==> src/logic/snoop_config.svh <==
// ====================
// cache geometry for the snoop slice
// line is 128 bits and leaves the CD channel as two 64-bit beats
// ways and sets must stay powers of two
// ====================

`ifndef SNOOP_CONFIG_SVH
`define SNOOP_CONFIG_SVH

// associativity
`define SNP_WAYS 4

// sets per way
`define SNP_SETS 16

// cache line in bits
`define SNP_LINE_W 128

// CD channel data width
`define SNP_BEAT_W 64

// snoop address width
`define SNP_ADDR_W 32

`endif

==> src/logic/snoop_pkg.sv <==
// ====================
// types shared by the snoop slice
// address splits into tag, set index and line offset
// acsnoop codes follow the ACE encoding, other codes are unsupported
// ====================

package snoop_pkg;

  `include "snoop_config.svh"

  localparam int unsigned OFFSET_W  = $clog2(`SNP_LINE_W / 8);
  localparam int unsigned INDEX_W   = $clog2(`SNP_SETS);
  localparam int unsigned TAG_W     = `SNP_ADDR_W - INDEX_W - OFFSET_W;
  localparam int unsigned WAY_IDX_W = $clog2(`SNP_WAYS);

  typedef logic [`SNP_ADDR_W-1:0] addr_t;
  typedef logic [INDEX_W-1:0]     index_t;
  typedef logic [TAG_W-1:0]       tag_t;
  typedef logic [`SNP_WAYS-1:0]   way_vec_t;
  typedef logic [WAY_IDX_W-1:0]   way_idx_t;
  typedef logic [`SNP_LINE_W-1:0] line_t;
  typedef logic [`SNP_BEAT_W-1:0] beat_t;

  typedef enum logic [3:0] {
    READ_ONCE     = 4'b0000,
    READ_SHARED   = 4'b0001,
    READ_UNIQUE   = 4'b0111,
    CLEAN_INVALID = 4'b1001
  } acsnoop_e;

  typedef enum logic [2:0] {
    IDLE,
    WAIT_GNT,
    EVAL_FLAGS,
    UPDATE_SHARED,
    INVALIDATE,
    SEND_CR,
    SEND_CD
  } ctrl_state_e;

  typedef struct packed {
    addr_t    addr;
    acsnoop_e snoop;
  } ac_req_t;

  typedef struct packed {
    logic data_transfer;
    logic pass_dirty;
    logic is_shared;
    logic error;
  } cr_resp_t;

  typedef struct packed {
    beat_t data;
    logic  last;
  } cd_beat_t;

  typedef struct packed {
    logic valid;
    logic dirty;
    logic shared;
  } line_flags_t;

  // flags_we writes the flags, data_we writes tag and data together
  typedef struct packed {
    index_t      index;
    logic        we;
    logic        flags_we;
    logic        data_we;
    line_flags_t flags;
    tag_t        tag;
    line_t       data;
  } way_access_t;

  typedef struct packed {
    tag_t        tag;
    line_flags_t flags;
    line_t       data;
  } way_rd_t;

  typedef struct packed {
    logic        valid;
    way_idx_t    way;
    addr_t       addr;
    line_flags_t flags;
    line_t       data;
  } fill_req_t;

  function automatic index_t addr_index(addr_t addr);
    return addr[OFFSET_W +: INDEX_W];
  endfunction

  function automatic tag_t addr_tag(addr_t addr);
    return addr[OFFSET_W + INDEX_W +: TAG_W];
  endfunction

endpackage

==> src/logic/snoop_ctrl.sv <==
// ====================
// snoop FSM, one snoop in flight at a time
// ac_ready_o drops until CR (or the last CD beat) is taken
// line leaves low half first on CD
// ====================

`timescale 1ns/1ps

`include "snoop_config.svh"

module snoop_ctrl import snoop_pkg::*; (
  input  logic        clk_i,
  input  logic        rst_ni,
  input  logic        bypass_i,
  // AC channel
  input  logic        ac_valid_i,
  input  ac_req_t     ac_i,
  output logic        ac_ready_o,
  // CR channel
  output logic        cr_valid_o,
  output cr_resp_t    cr_o,
  input  logic        cr_ready_i,
  // CD channel
  output logic        cd_valid_o,
  output cd_beat_t    cd_o,
  input  logic        cd_ready_i,
  // way array side
  output way_vec_t    req_o,
  input  logic        gnt_i,
  output way_access_t acc_o,
  input  way_vec_t    hit_way_i,
  input  logic        dirty_i,
  input  logic        shared_i,
  input  line_t       line_i,
  // to the miss handler
  output logic        invalidate_o,
  output addr_t       invalidate_addr_o
);

  ctrl_state_e state_q, state_d;
  ac_req_t     ac_q, ac_d;
  cr_resp_t    cr_q, cr_d;
  way_vec_t    hit_way_q, hit_way_d;
  logic        dirty_q, dirty_d;
  logic        beat_q, beat_d;
  line_t       line_q, line_d;

  assign ac_ready_o = (state_q == IDLE);
  assign cr_valid_o = (state_q == SEND_CR);
  assign cd_valid_o = (state_q == SEND_CD);
  assign cr_o       = cr_q;

  assign cd_o.data = beat_q ? line_q[2*`SNP_BEAT_W-1:`SNP_BEAT_W] : line_q[`SNP_BEAT_W-1:0];
  assign cd_o.last = beat_q;

  assign invalidate_addr_o = ac_q.addr;

  always_comb begin
    state_d   = state_q;
    ac_d      = ac_q;
    cr_d      = cr_q;
    hit_way_d = hit_way_q;
    dirty_d   = dirty_q;
    beat_d    = beat_q;
    line_d    = line_q;

    req_o        = '0;
    invalidate_o = 1'b0;

    // access always points at the latched set, tag also feeds the merge
    acc_o       = '0;
    acc_o.index = addr_index(ac_q.addr);
    acc_o.tag   = addr_tag(ac_q.addr);

    case (state_q)
      IDLE: begin
        beat_d = 1'b0;
        if (ac_valid_i) begin
          ac_d = ac_i;
          cr_d = '0;
          if (bypass_i) begin
            state_d = SEND_CR;
          end else if (ac_i.snoop inside {READ_ONCE, READ_SHARED, READ_UNIQUE,
                                          CLEAN_INVALID}) begin
            state_d = WAIT_GNT;
          end else begin
            // unsupported snoop type
            cr_d.error = 1'b1;
            state_d    = SEND_CR;
          end
        end
      end

      WAIT_GNT: begin
        req_o = '1;
        if (gnt_i) begin
          state_d = EVAL_FLAGS;
        end
      end

      EVAL_FLAGS: begin
        hit_way_d = hit_way_i;
        dirty_d   = dirty_i;
        line_d    = line_i;
        if (|hit_way_i) begin
          cr_d.data_transfer = 1'b1;
          cr_d.pass_dirty    = 1'b0;
          cr_d.is_shared     = 1'b0;
          case (ac_q.snoop)
            READ_ONCE: begin
              cr_d.is_shared = shared_i;
              state_d        = SEND_CR;
            end
            READ_SHARED: begin
              cr_d.is_shared = 1'b1;
              state_d        = UPDATE_SHARED;
            end
            READ_UNIQUE: begin
              cr_d.pass_dirty = dirty_i;
              state_d         = INVALIDATE;
            end
            default: begin
              // clean-invalid only moves data when it is dirty
              cr_d.data_transfer = dirty_i;
              cr_d.pass_dirty    = dirty_i;
              state_d            = INVALIDATE;
            end
          endcase
        end else begin
          cr_d    = '0;
          state_d = SEND_CR;
        end
      end

      UPDATE_SHARED: begin
        req_o              = hit_way_q;
        acc_o.we           = 1'b1;
        acc_o.flags_we     = 1'b1;
        acc_o.flags.valid  = 1'b1;
        acc_o.flags.dirty  = dirty_q;
        acc_o.flags.shared = 1'b1;
        if (gnt_i) begin
          state_d = SEND_CR;
        end
      end

      INVALIDATE: begin
        req_o          = hit_way_q;
        acc_o.we       = 1'b1;
        acc_o.flags_we = 1'b1;
        // flags stay zero, line goes invalid
        invalidate_o   = gnt_i;
        if (gnt_i) begin
          state_d = SEND_CR;
        end
      end

      SEND_CR: begin
        if (cr_ready_i) begin
          state_d = cr_q.data_transfer ? SEND_CD : IDLE;
        end
      end

      SEND_CD: begin
        if (cd_ready_i) begin
          beat_d = ~beat_q;
          if (beat_q) begin
            state_d = IDLE;
          end
        end
      end

      default: begin
        state_d = IDLE;
      end
    endcase
  end

  always_ff @(posedge clk_i or negedge rst_ni) begin
    if (!rst_ni) begin
      state_q   <= IDLE;
      ac_q      <= '0;
      cr_q      <= '0;
      hit_way_q <= '0;
      dirty_q   <= 1'b0;
      beat_q    <= 1'b0;
    end else begin
      state_q   <= state_d;
      ac_q      <= ac_d;
      cr_q      <= cr_d;
      hit_way_q <= hit_way_d;
      dirty_q   <= dirty_d;
      beat_q    <= beat_d;
    end
  end

  always_ff @(posedge clk_i) begin
    line_q <= line_d;
  end

  // a set never holds the same tag twice
  assert property (@(posedge clk_i) disable iff (!rst_ni)
    state_q == EVAL_FLAGS |-> $onehot0(hit_way_i));

  // CR held until the interconnect takes it
  assert property (@(posedge clk_i) disable iff (!rst_ni)
    cr_valid_o && !cr_ready_i |=> cr_valid_o && $stable(cr_o));

endmodule

==> config.mk <==
export PLATFORM = sky130hd
export DESIGN_NAME = snoop_ctrl
export DESIGN_NICKNAME = d
export VERILOG_FILES = /design/src/logic/snoop_pkg.sv /design/src/logic/snoop_ctrl.sv
export VERILOG_INCLUDE_DIRS = /design/src /design/src/logic
export SDC_FILE = /design/constraint.sdc
export NUM_CORES = 1
export LEC_CHECK = 0
export ABC_AREA = 1
export BUFFER_PORTS_ARGS = -buffer_cell sky130_fd_sc_hd__buf_4
export CAP_MARGIN = 20
export CORE_AREA = 2 2 176 178
export CTS_CLUSTER_DIAMETER = 200
export DETAILED_ROUTE_END_ITERATION = 16
export DIE_AREA = 0 0 178 180
export PLACE_DENSITY = 0.55
export SYNTH_ARGS = -nofsm -noshare
export SYNTH_HDL_FRONTEND = slang
export SYNTH_SLANG_ARGS = --single-unit
==> constraint.sdc <==
create_clock -name clk_i -period 7.77 [get_ports clk_i]
set_input_delay 1.554 -clock clk_i [delete_from_list [all_inputs] [get_ports clk_i]]
set_output_delay 1.554 -clock clk_i [all_outputs]
set_load 0.02 [all_outputs]
==> results of run 1 <==
==> layout make-up <==
cell class                      instances  area, um^2  area share
Inverter                               21        81.3     0.00757
Clock buffer                           17         425      0.0396
Tap cell                              396         495      0.0461
Multi-Input combinational cell        520        2070       0.193
Sequential cell                       177        5070       0.472
Antenna cell                            1        2.50    0.000233
Clock inverter                         15         179      0.0167
Timing Repair Buffer                  322        2420       0.225
==> where the power goes <==
part | total, W | switching, W | internal (W) | leakage [nW]
Combinational | 0.00163 | 0.00105 | 0.000584 | 3.14
Sequential | 0.00140 | 0.000143 | 0.00126 | 1.78
Clock | 0.000892 | 0.000453 | 0.000438 | 0.294
Total | 0.00393 | 0.00165 | 0.00228 | 5.21
==> worst max-delay path, delay by kind of cell, from the launching register on <==
family / cells / cell delay [ns]
buffers and inverters: 4 / 1.29
DFF: 1 / 0.39
and+or+nand+nor: 2 / 0.23
==> sequential cells by signal, summed over array words and instances (netlist names) <==
register,count
state_q,3
ac_q,4
hit_way_q,4
invalidate_addr_o,32
line_q,128
dirty_q,1
beat_q,1
cr_o,4
==> worst max path at each step <==
stage | slack [ns] | end | cells after the start | start
after floorplan | 3.39 | line_q[0] | 4 | state_q[2]
after global placement | 4.22 | cd_o[64] | 6 | beat_q
after detailed placement | 4.21 | cd_o[64] | 6 | beat_q
after CTS | 3.70 | cd_o[64] | 6 | beat_q
after global routing | 3.57 | cd_o[12] | 6 | beat_q
final | 3.79 | cd_o[64] | 6 | beat_q
==> logic make-up (layout without fill, tap and decap cells) <==
group                  count (synthesis)  in the layout  synth area share
and+or+nand+nor                      374            374             0.180
buffers and inverters                242            375             0.198
AOI/OAI and AO/OA                     17             17            0.0116
other                                  1            130          0.000451
DFF                                  177            177             0.610
==> per-stage QoR <==
step,utilization,hold WS (ns),instance area (um^2),power [W]
finish,0.356,0.480,10700,0.00393
global route,0.356,0.497,10700,0.00416
CTS,0.356,0.484,10700,0.00400
detailed placement,0.336,0.464,10100,0.00309
global placement,0.336,0.458,10100,0.00308
floorplan,-,0.443,8790,0.00257
==> routing by layer <==
metal / GRT usage / up-vias
li1: - / 2789
met1: 0.159 / 2668
met2: 0.238 / 299
met3: 0.0527 / 29
met4: 0.0590 / 0
met5: 0 / -
==> placed cells by master (no fill, tap or decap), types with 3 or more instances in the layout <==
master                      Yosys  final
sky130_fd_sc_hd__buf_4        193    322
sky130_fd_sc_hd__clkbuf_16      0     17
sky130_fd_sc_hd__clkinv_8       0      5
sky130_fd_sc_hd__conb_1         1    129
sky130_fd_sc_hd__dfrtp_1       49     48
sky130_fd_sc_hd__edfxtp_1     128    128
sky130_fd_sc_hd__inv_1         20     19
sky130_fd_sc_hd__inv_6          0      5
sky130_fd_sc_hd__inv_8          0      3
sky130_fd_sc_hd__nand2_1      304    304
sky130_fd_sc_hd__nand3_1       51     51
sky130_fd_sc_hd__nor2_1        14     14
sky130_fd_sc_hd__o21ai_0        8      8
sky130_fd_sc_hd__o21ai_1        4      4
==> results.md, run 1 <==
### STA
* number of hold violations in the final report: 0
* Setup WS post-layout: 3.79 ns
* setup repair after global routing missed its margin: false
* minimum clock period after layout: 3.98 ns
* highest achievable clock rate: 0.251 GHz
* Worst Skew: 0.00697 ns
* normalized max-slew margin: 0.381
* final cycle utilization of the critical path: 0.512
* accumulated negative setup slack: 0 ns
* Slew @ Worst Pin: 0.929 ns
* Max Slew Vio Count: 0
* count of final setup violators: 0

### Flow run
* max-cap check violation count: 0

### Placed design
* Setup WS pre-CTS: 4.21 ns
* placed wire-length estimate after detailed placement: 16800 um
* Cells after DPL: 1436
* weighted congestion at the end of routability-driven global placement: 0.793
* count of port buffers added during placement: 318

### Synthesis
* synthesized area divided by synthesized cell count: 10.2 um^2
* most frequently used flop master after synthesis: sky130_fd_sc_hd__edfxtp_1
* area share of the leading cell type in the synthesized netlist: 0.463
* fraction of the yosys area taken by sequential cells: 0.610
* synthesis warning total: 0
* dominant cell type by area after synthesis: sky130_fd_sc_hd__edfxtp_1
* total of flip-flops plus latches after synthesis: 177
* count of flip-flops with a built-in enable after synthesis: 128
* top cells by instance count after synthesis: sky130_fd_sc_hd__nand2_1, sky130_fd_sc_hd__buf_4, sky130_fd_sc_hd__edfxtp_1
* cell types with the largest area share after synthesis: sky130_fd_sc_hd__edfxtp_1, sky130_fd_sc_hd__buf_4, sky130_fd_sc_hd__dfrtp_1
* post-synth cell types: 25
* Synth Instances: 811
* Synth Cell Area: 0.00831 mm^2
* Async S/R FF share, synth: 0.277
* most frequent cell after synthesis: sky130_fd_sc_hd__nand2_1

### GRT
* combined global-route utilization of all metal layers: 0.141
* largest net degree at the start of global routing: 74
* overflow left after global routing: 0
* initial antenna violation count: 1
* vias in the first global route: 5534
* global-route wire length before repair: 33300 um

### Detailed routing
* final wirelength: 22900 um
* met1 wire length: 8630 um
* DR pass1 iterations: 4
* total met2 wirelength after detailed routing: 11400 um
* vias after detailed routing: 5785
* vias per cell: 3.94
* antenna violation net count after detailed routing: 0
* initial DRC count: 223
* met3 WL post-DR: 2260 um
* top routing layer in use: met4
* mean routed wirelength per cell: 15.6 um
* number of remaining DRC errors: 0

### Hold path
* HP Start: invalidate_addr_o[3]
* cell count of the worst hold path: 2
* min-delay worst type: flip-flop to flip-flop
* end point of the most critical hold path: invalidate_addr_o[3]

### CTS
* number of hold buffers added after cts: 0
* cells resized by post-CTS repair: 0
* clk_lat worst skew: 0.44 ns
* sinks on the clock net: 177
* root buffer cell: sky130_fd_sc_hd__clkbuf_16
* clock tree from TritonCTS: done
* number of setup buffers added after CTS: 0
* htree depth: 4
* Reg clk slew, reported paths: 0.08 ns
* maximum root-to-sink buffer count: 2
* total CTS buffers: 17

### Critical path
* register-to-register setup slack: 4.56 ns
* capture instance of the worst register-to-register path: line_q[66]
* Crit path largest cell delay: 0.54 ns
* cell-by-cell trace of the critical path: buf_4 -> inv_2 -> buf_4 -> nand2_1 -> nand2_1 -> buf_4
* Arr. time, crit path: 2.43 ns
* Reg-to-Reg Start: state_q[2]
* CP max-delay cell: sky130_fd_sc_hd__buf_4
* most frequent cell on the critical path: sky130_fd_sc_hd__buf_4
* Max Fanout on Critical Path: 66
* Critical Path Start Type: flip-flop
* path type of the worst setup path: flip-flop to output port
* Worst setup EP type: output port
* required time at the endpoint of the critical path: 6.22 ns
* depth of the worst register-to-register path: 4

### Floorplanning
* die outline width: 178 um
* Die Y-Extent: 180 um
* I/O pins: 448
* effective utilization at floorplan: 0.275
* standard cell core area: 0.0302 mm^2
* area enclosed by the die boundary: 0.0320 mm^2
* row cnt: 64

### Outcome
* status: finished clean

### Layout
* non-filler cells in the finished layout: 1469
* layout net count: 1236
* fillcell total: 3103
* share of cells above drive strength 1: 0.335
* post-synthesis to final-layout area growth: 29.3%

### Pwr
* Leak Pwr: 5.21 nW
* maximum vdd ir drop: 0.150 mV
* P per Cell Area: 366 mW/mm^2

Power figures use the tool's default switching activity.
==> run 2, diff against run 1 <==
==> constraint.sdc (replaced) <==
create_clock -name clk_i -period 3.75 [get_ports clk_i]
set_input_delay 0.75 -clock clk_i [delete_from_list [all_inputs] [get_ports clk_i]]
set_output_delay 0.75 -clock clk_i [all_outputs]
set_load 0.02 [all_outputs]
==> results.md, run 2 (synthesized netlist as in run 1, its figures left out) <==
### GRT
* largest net degree at the start of global routing: 66
* met3 routing resource usage after global routing: 0.0582
* global routing met2 resource utilization: 0.218
* vias in the first global route: 5616
* global-route wire length before repair: 32100 um
* combined global-route utilization of all metal layers: 0.134
* overflow left after global routing: 0
* met1 track utilization from global routing: 0.155
* initial antenna violation count: 1
* global route hottest layer: met2

### Detailed routing
* final wirelength: 21900 um
* vias per cell: 3.96
* mean routed wirelength per cell: 14.9 um
* antenna violation net count after detailed routing: 0
* number of remaining DRC errors: 0
* initial DRC count: 258
* DR pass1 iterations: 7
* vias after detailed routing: 5820

### CTS
* Reg clk slew, reported paths: 0.07 ns
* cells resized by post-CTS repair: 0
* sinks on the clock net: 177
* maximum root-to-sink buffer count: 2
* clk_lat worst skew: 0.43 ns
* htree depth: 4
* total CTS buffers: 17
* number of setup buffers added after CTS: 0
* number of hold buffers added after cts: 0
* clock tree from TritonCTS: done
* root buffer cell: sky130_fd_sc_hd__clkbuf_16

### Layout
* largest register by flop count: line_q
* fillcell total: 3069
* layout net count: 1238
* commonest non-fill, non-tap cell in the layout: sky130_fd_sc_hd__buf_4
* share of cells above drive strength 1: 0.337
* non-filler cells in the finished layout: 1471
* Storage cell area: 0.00507 mm^2
* post-synthesis to final-layout area growth: 29.9%
* area used by multi-input combinational logic: 0.00207 mm^2
* max FFs per register: 128
* post-route core utilization: 0.357
* most frequent cells in the layout: sky130_fd_sc_hd__buf_4, sky130_fd_sc_hd__nand2_1, sky130_fd_sc_hd__conb_1, sky130_fd_sc_hd__edfxtp_1, sky130_fd_sc_hd__nand3_1

### Critical path
* Crit path largest cell delay: 0.41 ns
* Reg-to-Reg Start: state_q[2]
* required time at the endpoint of the critical path: 3.00 ns
* Arr. time, crit path: 1.94 ns
* Worst setup EP type: output port
* Critical Path Start Type: flip-flop
* Setup crit start: beat_q
* Max Fanout on Critical Path: 26
* path type of the worst setup path: flip-flop to output port
* CP max-delay cell: sky130_fd_sc_hd__dfrtp_2
* cell-by-cell trace of the critical path: inv_2 -> buf_4 -> nand2_1 -> nand2_1 -> buf_4

### Floorplanning
* Die Y-Extent: 180 um
* area enclosed by the die boundary: 0.0320 mm^2
* standard cell core area: 0.0302 mm^2
* row cnt: 64
* die outline width: 178 um
* I/O pins: 448
* effective utilization at floorplan: 0.275

### Pwr
* P per Cell Area: 755 mW/mm^2
* maximum vdd ir drop: 0.277 mV
* Leak Pwr: 5.23 nW
* PnR Total Power: 0.00815 W

### STA
* final cycle utilization of the critical path: 0.718
* accumulated negative setup slack: 0 ns
* Max Slew Vio Count: 0
* setup repair after global routing missed its margin: false
* count of final setup violators: 0
* number of hold violations in the final report: 0
* hold_ws: 0.339 ns
* normalized max-slew margin: 0.463
* Worst Skew: 0.0109 ns
* minimum clock period after layout: 2.69 ns
* Slew @ Worst Pin: 0.803 ns
* highest achievable clock rate: 0.371 GHz

### Flow run
* max-cap check violation count: 0

### Placed design
* placed wire-length estimate after detailed placement: 16500 um
* weighted congestion at the end of routability-driven global placement: 0.775
* Cells after DPL: 1438
* count of port buffers added during placement: 318

### Hold path
* min-delay worst type: input pin to asynchronous set/reset pin

### Outcome
* status: finished clean

-- run 2: cell types whose count changed in the layout (fill, tap and decap cells not counted) --
cell                         before  now
sky130_fd_sc_hd__clkinvlp_4       0    1
sky130_fd_sc_hd__bufinv_16        0    1
sky130_fd_sc_hd__buf_12           0    2
sky130_fd_sc_hd__clkinv_8         5    3
sky130_fd_sc_hd__clkinv_1         1    0
sky130_fd_sc_hd__inv_8            3    5
sky130_fd_sc_hd__inv_6            5    3
sky130_fd_sc_hd__clkinv_4         0    2
sky130_fd_sc_hd__inv_12           1    0
-- run 2: per-layer routing --
metal	part of all wire	up-vias
met3	0.12	29
met1	0.39	2666
met5	0	-
li1	-	2790
met4	0.025	0
met2	0.47	335
-- run 2: worst max-delay path: cells and delay by family, from the launching register on --
kind / cells / cell delay (ns)
buf+inv: 3 / 0.88
flops: 1 / 0.41
simple gates: 2 / 0.18
-- run 2: layout make-up --
class / instances / share of cell area
sequential: 177 / 0.470
timing repair buffer: 324 / 0.228
clock inverter: 15 / 0.0173
multi-input combinational: 520 / 0.192
tap: 396 / 0.0459
antenna: 1 / 0.000232
clock buffer: 17 / 0.0394
inverter: 21 / 0.00754
-- run 2: final timing paths --
kind	cells past startpoint	slack, ns	endpoint
max	5	1.06	cd_o[27]
min	1	0.34	dirty_q
max reg2reg	4	1.44	line_q[31]
min reg2reg	2	0.48	invalidate_addr_o[2]
max in group asynchronous	1	2.94	beat_q
min in group clk_i	2	0.48	invalidate_addr_o[2]
-- run 2: power by group --
group,internal [W],switching (W)
registers,0.00260,0.000286
clock network,0.000963,0.000877
logic,0.00123,0.00219
-- run 2: stage by stage --
step / worst slack [ns] / cell area [um^2]
after global placement: 1.44 / 10200
after global routing: 0.852 / 10800
after floorplan: 1.07 / 8790
after CTS: 0.972 / 10800
after detailed placement: 1.45 / 10200
final: 1.06 / 10800
==> run 3, diff against run 2 <==
--- a/config.mk
+++ b/config.mk
@@ -6,7 +6,7 @@
 export SDC_FILE = /design/constraint.sdc
 export NUM_CORES = 1
 export LEC_CHECK = 0
-export ABC_AREA = 1
+export ABC_AREA = 0
 export BUFFER_PORTS_ARGS = -buffer_cell sky130_fd_sc_hd__buf_4
 export CAP_MARGIN = 20
 export CORE_AREA = 2 2 176 178
==> constraint.sdc (replaced) <==
create_clock -name clk_i -period 2.5 [get_ports clk_i]
set_input_delay 0.5 -clock clk_i [delete_from_list [all_inputs] [get_ports clk_i]]
set_output_delay 0.5 -clock clk_i [all_outputs]
set_load 0.02 [all_outputs]
==> results.md, run 3 <==
### Critical path
* top cell family by delay on the critical path: flip-flops
* Crit path largest cell delay: 0.63 ns
* CP max-delay cell: sky130_fd_sc_hd__dfrtp_2
* Reg-to-Reg Start: state_q[0]
* Worst setup EP type: output port
* Max Fanout on Critical Path: 32
* Setup crit start: beat_q
* CP Buf/Inv Count: 2
* path type of the worst setup path: flip-flop to output port
* Arr. time, crit path: 1.90 ns
* required time at the endpoint of the critical path: 2.00 ns
* Critical Path Start Type: flip-flop
* cell-by-cell trace of the critical path: buf_12 -> mux2_2 -> buf_4

### Pwr
* Leak Pwr: 4.67 nW
* P per Cell Area: 1130 mW/mm^2
* maximum vdd ir drop: 0.407 mV
* PnR Total Power: 0.0123 W

### STA
* Worst Skew: 0.0149 ns
* hold_ws: 0.0956 ns
* normalized max-slew margin: 0.536
* minimum clock period after layout: 2.40 ns
* Slew @ Worst Pin: 0.697 ns
* count of final setup violators: 0
* Max Slew Vio Count: 0
* accumulated negative setup slack: 0 ns
* number of hold violations in the final report: 0
* setup repair after global routing missed its margin: false
* final cycle utilization of the critical path: 0.958
* highest achievable clock rate: 0.417 GHz

### GRT
* initial antenna violation count: 0
* largest net degree at the start of global routing: 76
* overflow left after global routing: 0
* global-route wire length before repair: 29500 um
* global route hottest layer: met2
* met3 routing resource usage after global routing: 0.0584
* vias in the first global route: 4866
* met1 track utilization from global routing: 0.138
* global routing met2 resource utilization: 0.212
* combined global-route utilization of all metal layers: 0.124

### CTS
* root buffer cell: sky130_fd_sc_hd__clkbuf_16
* Reg clk slew, reported paths: 0.07 ns
* clock tree from TritonCTS: done
* clk_lat worst skew: 0.43 ns
* maximum root-to-sink buffer count: 2
* htree depth: 4
* sinks on the clock net: 177
* total CTS buffers: 17
* number of setup buffers added after CTS: 0

### Synthesis
* area share of the leading cell type in the synthesized netlist: 0.459
* dominant cell type by area after synthesis: sky130_fd_sc_hd__edfxtp_1
* count of flip-flops with a built-in enable after synthesis: 128
* total of flip-flops plus latches after synthesis: 177
* fraction of the yosys area taken by sequential cells: 0.605
* top cells by instance count after synthesis: sky130_fd_sc_hd__buf_4, sky130_fd_sc_hd__edfxtp_1, sky130_fd_sc_hd__mux2_2
* most frequent cell after synthesis: sky130_fd_sc_hd__buf_4
* cell types with the largest area share after synthesis: sky130_fd_sc_hd__edfxtp_1, sky130_fd_sc_hd__buf_4, sky130_fd_sc_hd__dfrtp_1
* synthesis warning total: 0
* Async S/R FF share, synth: 0.277
* Synth Instances: 593
* Synth Cell Area: 0.00838 mm^2
* synthesized area divided by synthesized cell count: 14.1 um^2
* most frequently used flop master after synthesis: sky130_fd_sc_hd__edfxtp_1
* post-synth cell types: 50

### Detailed routing
* number of remaining DRC errors: 0
* vias after detailed routing: 4918
* antenna violation net count after detailed routing: 0
* DR pass1 iterations: 4
* final wirelength: 20300 um
* mean routed wirelength per cell: 16.0 um
* initial DRC count: 155
* vias per cell: 3.89

### Placed design
* weighted congestion at the end of routability-driven global placement: 0.750
* placed wire-length estimate after detailed placement: 15600 um
* count of port buffers added during placement: 318
* Cells after DPL: 1232

### Layout
* non-filler cells in the finished layout: 1264
* count of inserted antenna diode cells: 0
* post-synthesis to final-layout area growth: 30.1%
* share of cells above drive strength 1: 0.543
* max FFs per register: 128
* commonest non-fill, non-tap cell in the layout: sky130_fd_sc_hd__buf_4
* largest register by flop count: line_q
* most frequent cells in the layout: sky130_fd_sc_hd__buf_4, sky130_fd_sc_hd__conb_1, sky130_fd_sc_hd__edfxtp_1, sky130_fd_sc_hd__mux2_2, sky130_fd_sc_hd__dfrtp_1
* layout net count: 1032
* post-route core utilization: 0.361

### Hold path
* min-delay worst type: input pin to asynchronous set/reset pin

### Outcome
* status: finished clean

### Floorplanning
* standard cell core area: 0.0302 mm^2
* die outline width: 178 um
* I/O pins: 448
* row cnt: 64
* area enclosed by the die boundary: 0.0320 mm^2
* Die Y-Extent: 180 um
* effective utilization at floorplan: 0.278

### Flow run
* max-cap check violation count: 0

run 3: where the power goes:
group	switching [W]	internal [W]	total, W
Combinational	0.00287	0.00230	0.00517
Clock	0.00127	0.00143	0.00270
Sequential	0.000513	0.00395	0.00446
run 3: worst reg2reg max path, cell delays in order, from the launching register on:
cell and delay, ns:
sky130_fd_sc_hd__dfrtp_1 0.50, sky130_fd_sc_hd__buf_4 0.22, sky130_fd_sc_hd__nor3b_1 0.15, sky130_fd_sc_hd__o31a_1 0.39
sky130_fd_sc_hd__o41ai_1 0.36, sky130_fd_sc_hd__o41ai_1 0.12
run 3: worst paths after layout:
kind	endpoint	slack, ns	cells past startpoint
setup / recovery	cd_o[56]	0.10	3
hold / removal	invalidate_addr_o[29]	0.1	1
max in group asynchronous	state_q[1]	1.86	1
setup reg to reg	state_q[1]	0.63	5
min in group clk_i	line_q[99]	0.24	1
hold reg to reg	dirty_q	0.49	2
run 3: metal layers:
| metal | part of all wire | vias to the layer above |
|---|---|---|
| met5 | 0 | - |
| met4 | 0.010 | 0 |
| met3 | 0.11 | 10 |
| met2 | 0.51 | 272 |
| met1 | 0.37 | 2330 |
| li1 | - | 2306 |
run 3: cell families (layout without fill, tap and decap cells):
| group | Yosys count | count (layout) | synth area share |
|---|---|---|---|
| buf+inv | 215 | 362 | 0.188 |
| compound gates | 35 | 35 | 0.0290 |
| mux | 101 | 101 | 0.136 |
| flops | 177 | 177 | 0.605 |
| other cells | 1 | 129 | 0.000448 |
| simple gates | 64 | 64 | 0.0414 |
run 3: metrics by stage:
step | cell area, um^2 | setup WS [ns]
5_1_grt | 10900 | 0.00599
2_1_floorplan | 8870 | -0.548
6_report | 10900 | 0.104
4_1_cts | 10900 | 0.00265
3_3_place_gp | 10300 | 0.452
3_5_place_dp | 10300 | 0.461
run 3: what timing repair did:
action / in CTS / in global routing
hold buffers: 0 / 0
gates resized for setup: 1 / 2
setup endpoints to repair: 4 / 5
run 3: cell type report:
| type | instances | area, um^2 |
|---|---|---|
| Clock inverter | 14 | 165 |
| Timing Repair Buffer | 326 | 2500 |
| Fill cell | 2960 | 19300 |
| Clock buffer | 18 | 429 |
| Multi-Input combinational cell | 329 | 2220 |
| Tap cell | 396 | 495 |
| Inverter | 4 | 18.8 |
| Sequential cell | 177 | 5070 |
